### src/include/cpu_config.svh
`ifndef CPU_CONFIG_SVH
`define CPU_CONFIG_SVH

// Width of every data word, instruction word and register
`define CPU_XLEN 32

// Each memory holds this many words and is addressed by word
`define CPU_MEM_WORDS 256
`define CPU_MEM_AW 8

// General register file size and index width
`define CPU_NREGS 32
`define CPU_RAW 5

// Host bus word address width
`define CPU_BUS_AW 9

// Address bit that picks the memory behind the host bus
// Zero selects instruction memory and one selects data memory
`define CPU_BUS_SEL 8

`endif
### src/cpu_pkg.sv
`include "cpu_config.svh"

package cpu_pkg;

    // One Wishbone classic request as driven by the host
    typedef struct packed {
        logic                   cyc;
        logic                   stb;
        logic                   we;
        logic [`CPU_BUS_AW-1:0] adr;
        logic [`CPU_XLEN-1:0]   dat_w;
    } wb_req_t;

    // Slave answer, read data is only meaningful while ack is high
    typedef struct packed {
        logic                 ack;
        logic [`CPU_XLEN-1:0] dat_r;
    } wb_rsp_t;

    // One access on a RAM port
    typedef struct packed {
        logic                   we;
        logic [`CPU_MEM_AW-1:0] addr;
        logic [`CPU_XLEN-1:0]   wdata;
    } mem_req_t;

    // Register format with shift amount and function field
    typedef struct packed {
        logic [5:0] opcode;
        logic [4:0] rs;
        logic [4:0] rt;
        logic [4:0] rd;
        logic [4:0] shamt;
        logic [5:0] funct;
    } r_fmt_t;

    // Immediate format used by ALU immediates, loads, stores and branches
    typedef struct packed {
        logic [5:0]  opcode;
        logic [4:0]  rs;
        logic [4:0]  rt;
        logic [15:0] imm;
    } i_fmt_t;

    // Jump format
    typedef struct packed {
        logic [5:0]  opcode;
        logic [25:0] target;
    } j_fmt_t;

    // The same instruction word seen through each of the three formats
    typedef union packed {
        r_fmt_t r;
        i_fmt_t i;
        j_fmt_t j;
    } instr_u;

    // Opcodes that the core executes, all others behave as a no-op
    typedef enum logic [5:0] {
        OP_RTYPE = 6'd0,
        OP_ADDI  = 6'd1,
        OP_AND   = 6'd3,
        OP_OR    = 6'd4,
        OP_ANDI  = 6'd5,
        OP_ORI   = 6'd6,
        OP_SHIFT = 6'd7,
        OP_LW    = 6'd8,
        OP_SW    = 6'd9,
        OP_BEQ   = 6'd10,
        OP_BNE   = 6'd11,
        OP_J     = 6'd16,
        OP_SLT   = 6'd19,
        OP_SLTI  = 6'd20
    } opcode_e;

    typedef enum logic [2:0] {
        ALU_ADD,
        ALU_SUB,
        ALU_AND,
        ALU_OR,
        ALU_SLL,
        ALU_SRL,
        ALU_SLT
    } alu_op_e;

endpackage

### src/host_port.sv
`include "cpu_config.svh"

module host_port (
    input  logic                   clk,
    input  logic                   rst_n,
    input  cpu_pkg::wb_req_t       wb_req,
    output cpu_pkg::wb_rsp_t       wb_rsp,
    input  logic                   running,
    output cpu_pkg::mem_req_t      imem_req,
    output cpu_pkg::mem_req_t      dmem_req,
    input  logic [`CPU_XLEN-1:0]   imem_rdata,
    input  logic [`CPU_XLEN-1:0]   dmem_rdata,
    output logic [`CPU_BUS_AW-1:0] prog_len
);
    logic                   sel_dmem;
    logic                   access;
    logic                   ack_q;
    logic                   sel_q;
    logic [`CPU_BUS_AW-1:0] wr_end;

    assign sel_dmem = wb_req.adr[`CPU_BUS_SEL];

    // A request is taken once, only while the core is stopped
    // The ack pulse itself blocks a second access to the same request
    assign access = wb_req.cyc && wb_req.stb && !running && !ack_q;

    // Both RAMs see the address and data, only the selected one gets the write
    always_comb begin
        imem_req.we    = access && wb_req.we && !sel_dmem;
        imem_req.addr  = wb_req.adr[`CPU_MEM_AW-1:0];
        imem_req.wdata = wb_req.dat_w;
        dmem_req.we    = access && wb_req.we && sel_dmem;
        dmem_req.addr  = wb_req.adr[`CPU_MEM_AW-1:0];
        dmem_req.wdata = wb_req.dat_w;
    end

    // Program length if this write turns out to be the highest instruction
    assign wr_end = `CPU_BUS_AW'(wb_req.adr[`CPU_MEM_AW-1:0]) + `CPU_BUS_AW'(1);

    always_ff @(posedge clk) begin
        if (!rst_n) begin
            ack_q    <= 1'b0;
            prog_len <= '0;
        end else begin
            ack_q <= access;
            if (imem_req.we && wr_end > prog_len) begin
                prog_len <= wr_end;
            end
        end
    end

    // Remembers which memory answers in the ack cycle
    always_ff @(posedge clk) begin
        if (access) begin
            sel_q <= sel_dmem;
        end
    end

    // The RAM word arrives one cycle after the access, together with ack
    assign wb_rsp.ack   = ack_q && wb_req.cyc && wb_req.stb;
    assign wb_rsp.dat_r = sel_q ? dmem_rdata : imem_rdata;

    // The host is never answered while the core owns the memories
    a_ack_core_stopped: assert property (
        @(posedge clk) disable iff (!rst_n)
        wb_rsp.ack |-> !running
    );

endmodule

### config.mk
export PLATFORM = sky130hd
export DESIGN_NAME = host_port
export DESIGN_NICKNAME = d
export VERILOG_FILES = /design/src/cpu_pkg.sv /design/src/host_port.sv
export VERILOG_INCLUDE_DIRS = /design/src /design/src/include
export SDC_FILE = /design/constraint.sdc
export NUM_CORES = 1
export LEC_CHECK = 0
export BUFFER_PORTS_ARGS = -buffer_cell sky130_fd_sc_hd__clkbuf_2
export CORE_AREA = 3 3 90 92
export DETAILED_ROUTE_END_ITERATION = 8
export DIE_AREA = 0 0 93 95
export HOLD_SLACK_MARGIN = 0.15
export PLACE_DENSITY = 0.75
export SETUP_SLACK_MARGIN = 0.1
export SYNTH_ARGS = -nofsm -noshare
export SYNTH_HDL_FRONTEND = slang
export SYNTH_SLANG_ARGS = --single-unit
### constraint.sdc
create_clock -name clk -period 3.16 [get_ports clk]
set_clock_uncertainty 0.05 [all_clocks]
set_input_delay 0.158 -clock clk [delete_from_list [all_inputs] [get_ports clk]]
set_output_delay 0.158 -clock clk [all_outputs]
set_load 0.05 [all_outputs]
# Word-level counts from Yosys, hierarchy flattened
# Index checks and enable logic that the tools add are counted.
[word_totals]
out_inout_bits = 124
regBits = 11
wordCells = 18
inputBits = 111
[classes]
addsub = 1
reduce_logical = 12
muxes = 1
order_cmp = 1
[op_table]
columns = ["cell", "n"]
rows = [
  ["32-bit two-way mux", 1],
  ["8-bit by 1-bit adder with 9-bit output, second input constant", 1],
  ["9-bit > comparator", 1],
  ["1-bit logical AND", 9],
  ["1-bit zero test", 3],
]

# Depth between registers and ports, before layout
# Gate-level depths: netlist (run 1).
[logic_depth]
word_depth = 6
ltp_mapped = 12
depth_no_buf = 10

# Least setup slack after synthesis (run 1)
# OpenSTA, ideal clock, no wires.
[synth_timing]
kind = "register to register"
from = "register prog_len[4]"
to = "register prog_len[0]"
required_time_ns = 2.994
path_slack_ns = 0.795
arrival_time_ns = 2.199
setup_ns = 0.116
synth_period_minus_slack_ns = 2.365
path_buffers = 2
stages_incl_launch_ff = 10
cell_sequence = "dfxtp_1 > inv_1 > ha_1 > a21oi_1 > o21ai_1 > a2111o_1 > buf_6 > and2_4 > buf_6 > o211a_1"
[synth_via]
elab_chain_cells = 2
[synth_lines]
columns = ["element", "line_no", "rtl"]
rows = [
  ["from (decl)", "host_port.sv:13", "output logic [`CPU_BUS_AW-1:0] prog_len"],
  ["from (signal assigned)", "host_port.sv:47", "prog_len <= wr_end;"],
  ["9-bit > comparator", "host_port.sv:46", "if (imem_req.we && wr_end > prog_len) begin"],
  ["1-bit logical AND", "host_port.sv:46", ""],
]
# Every way passes these cells.
# A chain may end at the register's enable or synchronous reset.

# Worst setup path after layout (run 1)
[layout_timing]
from = "input wb_req[32] (netlist bit)"
to = "register prog_len[0]"
[layout_via]
elab_chain_cells = 3
[layout_lines]
columns = ["element", "line_no", "rtl"]
rows = [
  ["from (decl)", "host_port.sv:6", "input cpu_pkg::wb_req_t wb_req,"],
  ["8-bit by 1-bit adder with 9-bit output (no source line)", "--", ""],
  ["via wr_end[6]", "host_port.sv:19", "logic [`CPU_BUS_AW-1:0] wr_end;"],
  ["9-bit > comparator", "host_port.sv:46", ""],
  ["1-bit logical AND", "host_port.sv:46", ""],
]
# The timed path passes the listed nets, and every way through them passes these cells.

==> results.json, run 1 <==
{
  "layout_setup_ws_ps": 623,
  "timing.critical_path.buf_inv": 1,
  "synth_flop_cell": "dfxtp_1",
  "async_reset_ff_share_pct": 0,
  "synth_xor_xnor_area_share_pct": 2.99,
  "grt_pass1_wl_um": 8230,
  "syn_area_um2": 1760,
  "hold_path.class": "in2reg",
  "post_drt_via_cell_ratio": 4.23,
  "die_h_um": 95,
  "path_cells": "clkbuf_2, ha_1, nand3_1, nor2_1, xor2_1, ha_1, a211oi_1, nor2_1, a2111o_1, and2_4, o211a_1",
  "hpwl_um": 5400,
  "slew_viol_final": 0,
  "worst-r2r-cell-count": 7,
  "synth_fa_ha_area_share_pct": 7.12,
  "design.core.area_um2": 7290,
  "cap_violations": 0,
  "rows": 31,
  "final_nets": 389,
  "grt_use_total_pct": 12.1,
  "die_x_um": 93,
  "synthToLayoutAreaGrowth_pct": 13.2,
  "period_share_pct": 80.3,
  "fillers": 817,
  "hold_viol_final": 0,
  "critPathMaxFanout": 9,
  "antenna_found_initial": 0,
  "yosys_warnings": 0,
  "ir_worst_vdd_mv": 0.136,
  "finalSetupTns_ps": 0,
  "hold_depth": 3,
  "htreeDepth": 1,
  "layout_commonest_cell": "clkbuf_2",
  "start_util_pct": 24.1,
  "insertion_delay_ps": 240,
  "seq_area_frac_synth_pct": 13.1,
  "stdcell_count": 366,
  "arrival_ps": 2620,
  "gp_congestion": 0.837,
  "routed_wl_um": 6010,
  "ys_seq_elements": 11,
  "yosysTopAreaCell": "buf_4",
  "clk_pin_slew_ps": 60,
  "drtIter0Drc": 28,
  "hold_slack_ps": 261,
  "postCtsSetupRepairBufs": 0,
  "numCtsBuffers": 3,
  "critPathSlowestCell": "a2111o_1",
  "synth.area.top_cells": "buf_4 (34%), mux2_2 (20%), dfxtp_1 (11%)",
  "p_leak_nw": 1.04,
  "slew_headroom_pct": 73.9,
  "dr_total_vias": 1549,
  "drcViolationCount": 0,
  "fmax_mhz": 394,
  "cp_data_required_time_ps": 3240,
  "first_pass_iters": 4,
  "wl_per_cell_um": 16.4,
  "max_slew.worst_pin.slew_ps": 392,
  "cp-end-kind": "register",
  "avgSynthCellArea_um2": 8.33,
  "clockBufferDepth": 2,
  "rsz0062_at_grt": "false",
  "synth_cell_types": 30,
  "netlist_instances": 211,
  "setup_viol": 0,
  "cp.depth": 11,
  "synth_mux_area_share_pct": 21.1,
  "placed_cell_area_um2": 1930,
  "period_needed_ps": 2540,
  "synth_top_family_by_area": "buffers and inverters",
  "grt_pass1_vias": 1524,
  "synthesis.nets": 332,
  "cp_top_family": "compound AO/OA/AOI/OAI gates",
  "synth_top_area_share_pct": 34.2,
  "status": "finished clean",
  "cts_tree": "done",
  "synth_edf_count": 1,
  "power_density_nw_per_um2": 304,
  "ant_nets": 0,
  "layout_common_cells": "clkbuf_2 (138), mux2_2 (32), nand2_1 (13)",
  "grt_overflow": 0,
  "start_kind": "primary input",
  "yosys.area_share.simple_pct": 11.8,
  "numPortBuffers": 138,
  "critPathKind": "in2reg",
  "antenna_cells": 0,
  "root_buffer": "clkbuf_8",
  "clock_sinks": 11,
  "slowest_delay_ps": 430,
  "pre_cts_ws_ps": 464,
  "place_inst": 361,
  "synth_compound_area_share_pct": 5.27,
  "dieArea_um2": 8840,
  "io_pins": 235,
  "grt_max_degree": 33,
  "drive_gt1_share_pct": 66.7,
  "fin_area_um2": 1990
}
[worst paths after layout]
| kind | end | startpoint | slack, ps |
|---|---|---|---|
| min reg2reg | prog_len[2] | prog_len[2] | 420 |
| max | prog_len[0] | wb_req[32] | 620 |
| max reg2reg | prog_len[0] | prog_len[6] | 990 |
| min | prog_len[0] | wb_req[32] | 260 |
[flip-flops by register name, summed over array words and instances (netlist names)]
signal,flops
sel_q,1
ack_q,1
prog_len,9
[metal layers]
metal / global-route usage, % / up-vias / part of all wire (%)
met5: 0 / - / 0
met4: 1.95 / 0 / 0.57
met3: 8.61 / 5 / 18
met2: 20.5 / 132 / 48
met1: 12.5 / 664 / 33
li1: - / 748 / -
[power by group]
part	switching [mW]	internal [mW]	total, mW	leakage, nW
clock network	0.0572	0.0869	0.144	0.0255
logic	0.219	0.0989	0.318	0.929
registers	0.00120	0.143	0.144	0.0899
[synth_stat cells, types with 3 or more instances]
cell type and count:
and3_1 3, buf_1 3, buf_4 80, clkbuf_1 3, dfxtp_1 10, ha_1 10, inv_1 9, mux2_2 32
nand2_1 13, nand3_1 3, nand4_1 9, nor2_1 4, o21ai_1 8, xor2_1 4
[final cells by class]
cell class	instances	area, um2	area share (%)
multi-input cells	103	848	42.6
repair buffers	140	708	35.6
flip-flops and latches	11	230	11.6
well taps	99	124	6.22
clock buffers	3	41.3	2.07
inverters	9	33.8	1.70
clock inverters	1	5.00	0.251
[worst reg2reg max path: stages (launching register included)]
cell and delay (ps):
dfxtp_1 370, inv_1 60, ha_1 320, a211oi_1 290
nor2_1 110, a2111o_1 430, and2_4 230, o211a_1 210
[metrics by stage]
step	power, mW	utilization [%]
global placement	0.462	26.5
detailed placement	0.467	26.5
global route	0.639	27.3
floorplan	0.595	-
CTS	0.615	27.3
finish	0.606	27.3
[logic make-up after synthesis]
family	Yosys count
XOR/XNOR	6
AO/OA/AOI/OAI	15
adder cells (fa/ha/maj)	10
flip-flops	11
buffers and inverters	97
AND/OR/NAND/NOR	39
multiplexers	33
[what timing repair did]
item,CTS,global route
resized for setup,0,0
hold buffers,1,0
hold endpoints to repair,1,0
endpoints found under the setup margin,0,0
Note: power is estimated with default switching activity, not from simulation.
==> inputs of run 2 (changes only) <==
--- a/config.mk
+++ b/config.mk
@@ -6,12 +6,13 @@
 export SDC_FILE = /design/constraint.sdc
 export NUM_CORES = 1
 export LEC_CHECK = 0
+export ABC_AREA = 1
 export BUFFER_PORTS_ARGS = -buffer_cell sky130_fd_sc_hd__clkbuf_2
-export CORE_AREA = 3 3 90 92
+export CORE_AREA = 3 3 91 93
 export DETAILED_ROUTE_END_ITERATION = 8
-export DIE_AREA = 0 0 93 95
+export DIE_AREA = 0 0 94 96
 export HOLD_SLACK_MARGIN = 0.15
-export PLACE_DENSITY = 0.75
+export PLACE_DENSITY = 0.77
 export SETUP_SLACK_MARGIN = 0.1
 export SYNTH_ARGS = -nofsm -noshare
 export SYNTH_HDL_FRONTEND = slang
==> constraint.sdc (replaced) <==
create_clock -name clk -period 2.4 [get_ports clk]
set_clock_uncertainty 0.05 [all_clocks]
set_input_delay 0.12 -clock clk [delete_from_list [all_inputs] [get_ports clk]]
set_output_delay 0.12 -clock clk [all_outputs]
set_load 0.05 [all_outputs]
==> run 2 against run 1 <==
Via count is 15% higher; design area is 14% higher; global-route usage rose by 0.10 points; count of clock-buffer cells in the layout grew 1; synthesized cell count rose by 22%; combinational power rose by 52%; die area is 2.1% higher; worst setup slack got worse by 200 ps.
==> results.json, run 2 <==
{
  "reg.largest.list": "prog_len x9, ack_q x1, sel_q x1",
  "ir_worst_vdd_mv": 0.177,
  "hold_path.class": "in2reg",
  "max_slew.worst_pin.slew_ps": 387,
  "netlist_instances": 258,
  "dieArea_um2": 9020,
  "met3_usage_pct": 6.18,
  "io_pins": 235,
  "wl_per_cell_um": 15.2,
  "grt_pass1_wl_um": 8110,
  "design.core.area_um2": 7610,
  "netlist_top_cells_count": "buf_4 (80), nand2_1 (34), mux2_2 (30)",
  "seq_area_frac_synth_pct": 11.5,
  "power_density_nw_per_um2": 381,
  "cp_data_required_time_ps": 2480,
  "antenna_cells": 0,
  "grt_overflow": 0,
  "async_reset_ff_share_pct": 0,
  "hold_slack_ps": 184,
  "status": "finished clean",
  "numCtsBuffers": 3,
  "finalSetupTns_ps": 0,
  "synth_edf_count": 1,
  "period_needed_ps": 1980,
  "ys_seq_elements": 11,
  "rsz0062_at_grt": "false",
  "critPathMaxFanout": 7,
  "clockBufferDepth": 2,
  "cts_tree": "done",
  "synthesis.nets": 379,
  "drcViolationCount": 0,
  "period_share_pct": 82.6,
  "layout_common_cells": "clkbuf_2 (138), nand2_1 (34), mux2_2 (30)",
  "rows": 32,
  "setup_viol": 0,
  "drtIter0Drc": 20,
  "root_buffer": "clkbuf_8",
  "gr-usage-met1_pct": 14.3,
  "largest_register_ffs": 9,
  "slew_headroom_pct": 74.2,
  "clk_pin_slew_ps": 50,
  "layout_commonest_cell": "clkbuf_2",
  "start_kind": "primary input",
  "post_drt_via_cell_ratio": 4.22,
  "grtUsageMet2_pct": 19.9,
  "first_pass_iters": 4,
  "path_cells": "clkbuf_2, ha_1, nand3_1, nor2_1, nand3_1, nand2_1, inv_1, ha_1, nand2_1, nor2_4, nand2_2, nor2_4, nor2_4, buf_4, nand2_1, nand2_1, nand2_1, nor2_1",
  "start_util_pct": 26.3,
  "p_total_mw": 0.864,
  "p_leak_nw": 1.24,
  "final_nets": 442,
  "slew_viol_final": 0,
  "hpwl_um": 5770,
  "regMostFlops": "prog_len",
  "die_h_um": 96,
  "fmax_mhz": 505,
  "avgSynthCellArea_um2": 7.75,
  "synth.area.top_cells": "buf_4 (30%), mux2_2 (17%), dfxtp_1 (10%)",
  "pre_cts_ws_ps": 128,
  "arrival_ps": 2060,
  "slowest_delay_ps": 290,
  "critPathSlowestCell": "ha_1",
  "synth_cell_types": 27,
  "yosys_warnings": 0,
  "hold_viol_final": 0,
  "synth.most_common_cell": "buf_4",
  "cap_violations": 0,
  "grt_busiest_layer": "met2",
  "synth_top_area_share_pct": 30.0,
  "grt_max_degree": 33,
  "post_cts_resize_count": 0,
  "routed_wl_um": 6420,
  "yosysTopAreaCell": "buf_4",
  "synth_flop_cell": "dfxtp_1",
  "critPathKind": "in2reg",
  "numPortBuffers": 138,
  "htreeDepth": 1,
  "dr_total_vias": 1779,
  "cp_common_cell": "nand2_1",
  "grt_pass1_vias": 1628,
  "die_x_um": 94,
  "synthToLayoutAreaGrowth_pct": 13.4,
  "layout_setup_ws_ps": 418,
  "drive_gt1_share_pct": 63.1,
  "antenna_found_initial": 0,
  "cp-end-kind": "register",
  "clock_sinks": 11,
  "gp_congestion": 0.796,
  "final_util_pct": 29.8,
  "grt_use_total_pct": 12.2,
  "syn_area_um2": 2000,
  "ant_nets": 0,
  "insertion_delay_ps": 240
}
-- run 2: cell count changes after synthesis, moves of 4 or more --
cell     previous run  this run
o21ai_1             8         0
nor2_1              4        14
nand4_1             9         1
a21oi_2             1         8
nand2_1            13        34
inv_1               9        26
nand3_1             3         9
buf_2               0         4
-- run 2: final cells by class --
cell class              count  area (um2)
flip-flops and latches     11         230
fillers                   825        5340
inverters                  30         118
repair buffers            145         761
multi-input cells         130         988
well taps                 102         128
clock buffers               4        45.0
-- run 2: cell families (layout without fill, tap and decap cells) --
family,after synthesis,count (layout),share of synthesized area [%]
xor gates and xnor gates,3,3,1.31
buffers and inverters,117,179,39.1
AOI/OAI and AO/OA,10,10,4.57
DFF,11,11,11.5
adders and majority gates,10,10,6.25
and+or+nand+nor,75,75,19.3
muxes,32,32,18.0
-- run 2: metal layers --
metal  vias to the layer above  routed length, um
li1                        858                  -
met1                       775               2600
met2                       141               2800
met3                         5                963
met4                         0                 52
met5                         -                  0
-- run 2: critical path: cells and delay by family --
| kind | cells | cell delay (ps) |
|---|---|---|
| buf+inv | 3 | 320 |
| fa+ha+maj | 2 | 470 |
| simple gates | 13 | 1130 |
-- run 2: final timing paths --
kind | start | to | slack, ps | depth (start not counted)
setup / recovery | wb_req[33] | prog_len[8] | 420 | 18
hold / removal | rst_n | prog_len[4] | 180 | 3
setup reg to reg | prog_len[4] | prog_len[8] | 680 | 12
hold reg to reg | prog_len[6] | prog_len[6] | 460 | 2
-- run 2: repair_timing --
| item | 4_1_cts | 5_1_grt |
|---|---|---|
| hold buffers | 2 | 0 |
| hold endpoints to repair | 2 | 0 |
| setup buffers | 0 | 1 |
| endpoints found under the setup margin | 0 | 1 |
-- run 2: through the flow --
| step | instance area [um2] | std cells |
|---|---|---|
| after CTS | 2250 | 421 |
| final | 2270 | 422 |
| after floorplan | 2000 | 258 |
| after detailed placement | 2180 | 415 |
| after global placement | 2180 | 415 |
| after global routing | 2270 | 422 |
-- run 2: report_power, final --
group	leakage, nW	total (mW)	switching, mW	internal [mW]
logic	1.12	0.482	0.330	0.152
clock network	0.0228	0.190	0.0727	0.117
registers	0.0900	0.192	0.00276	0.189
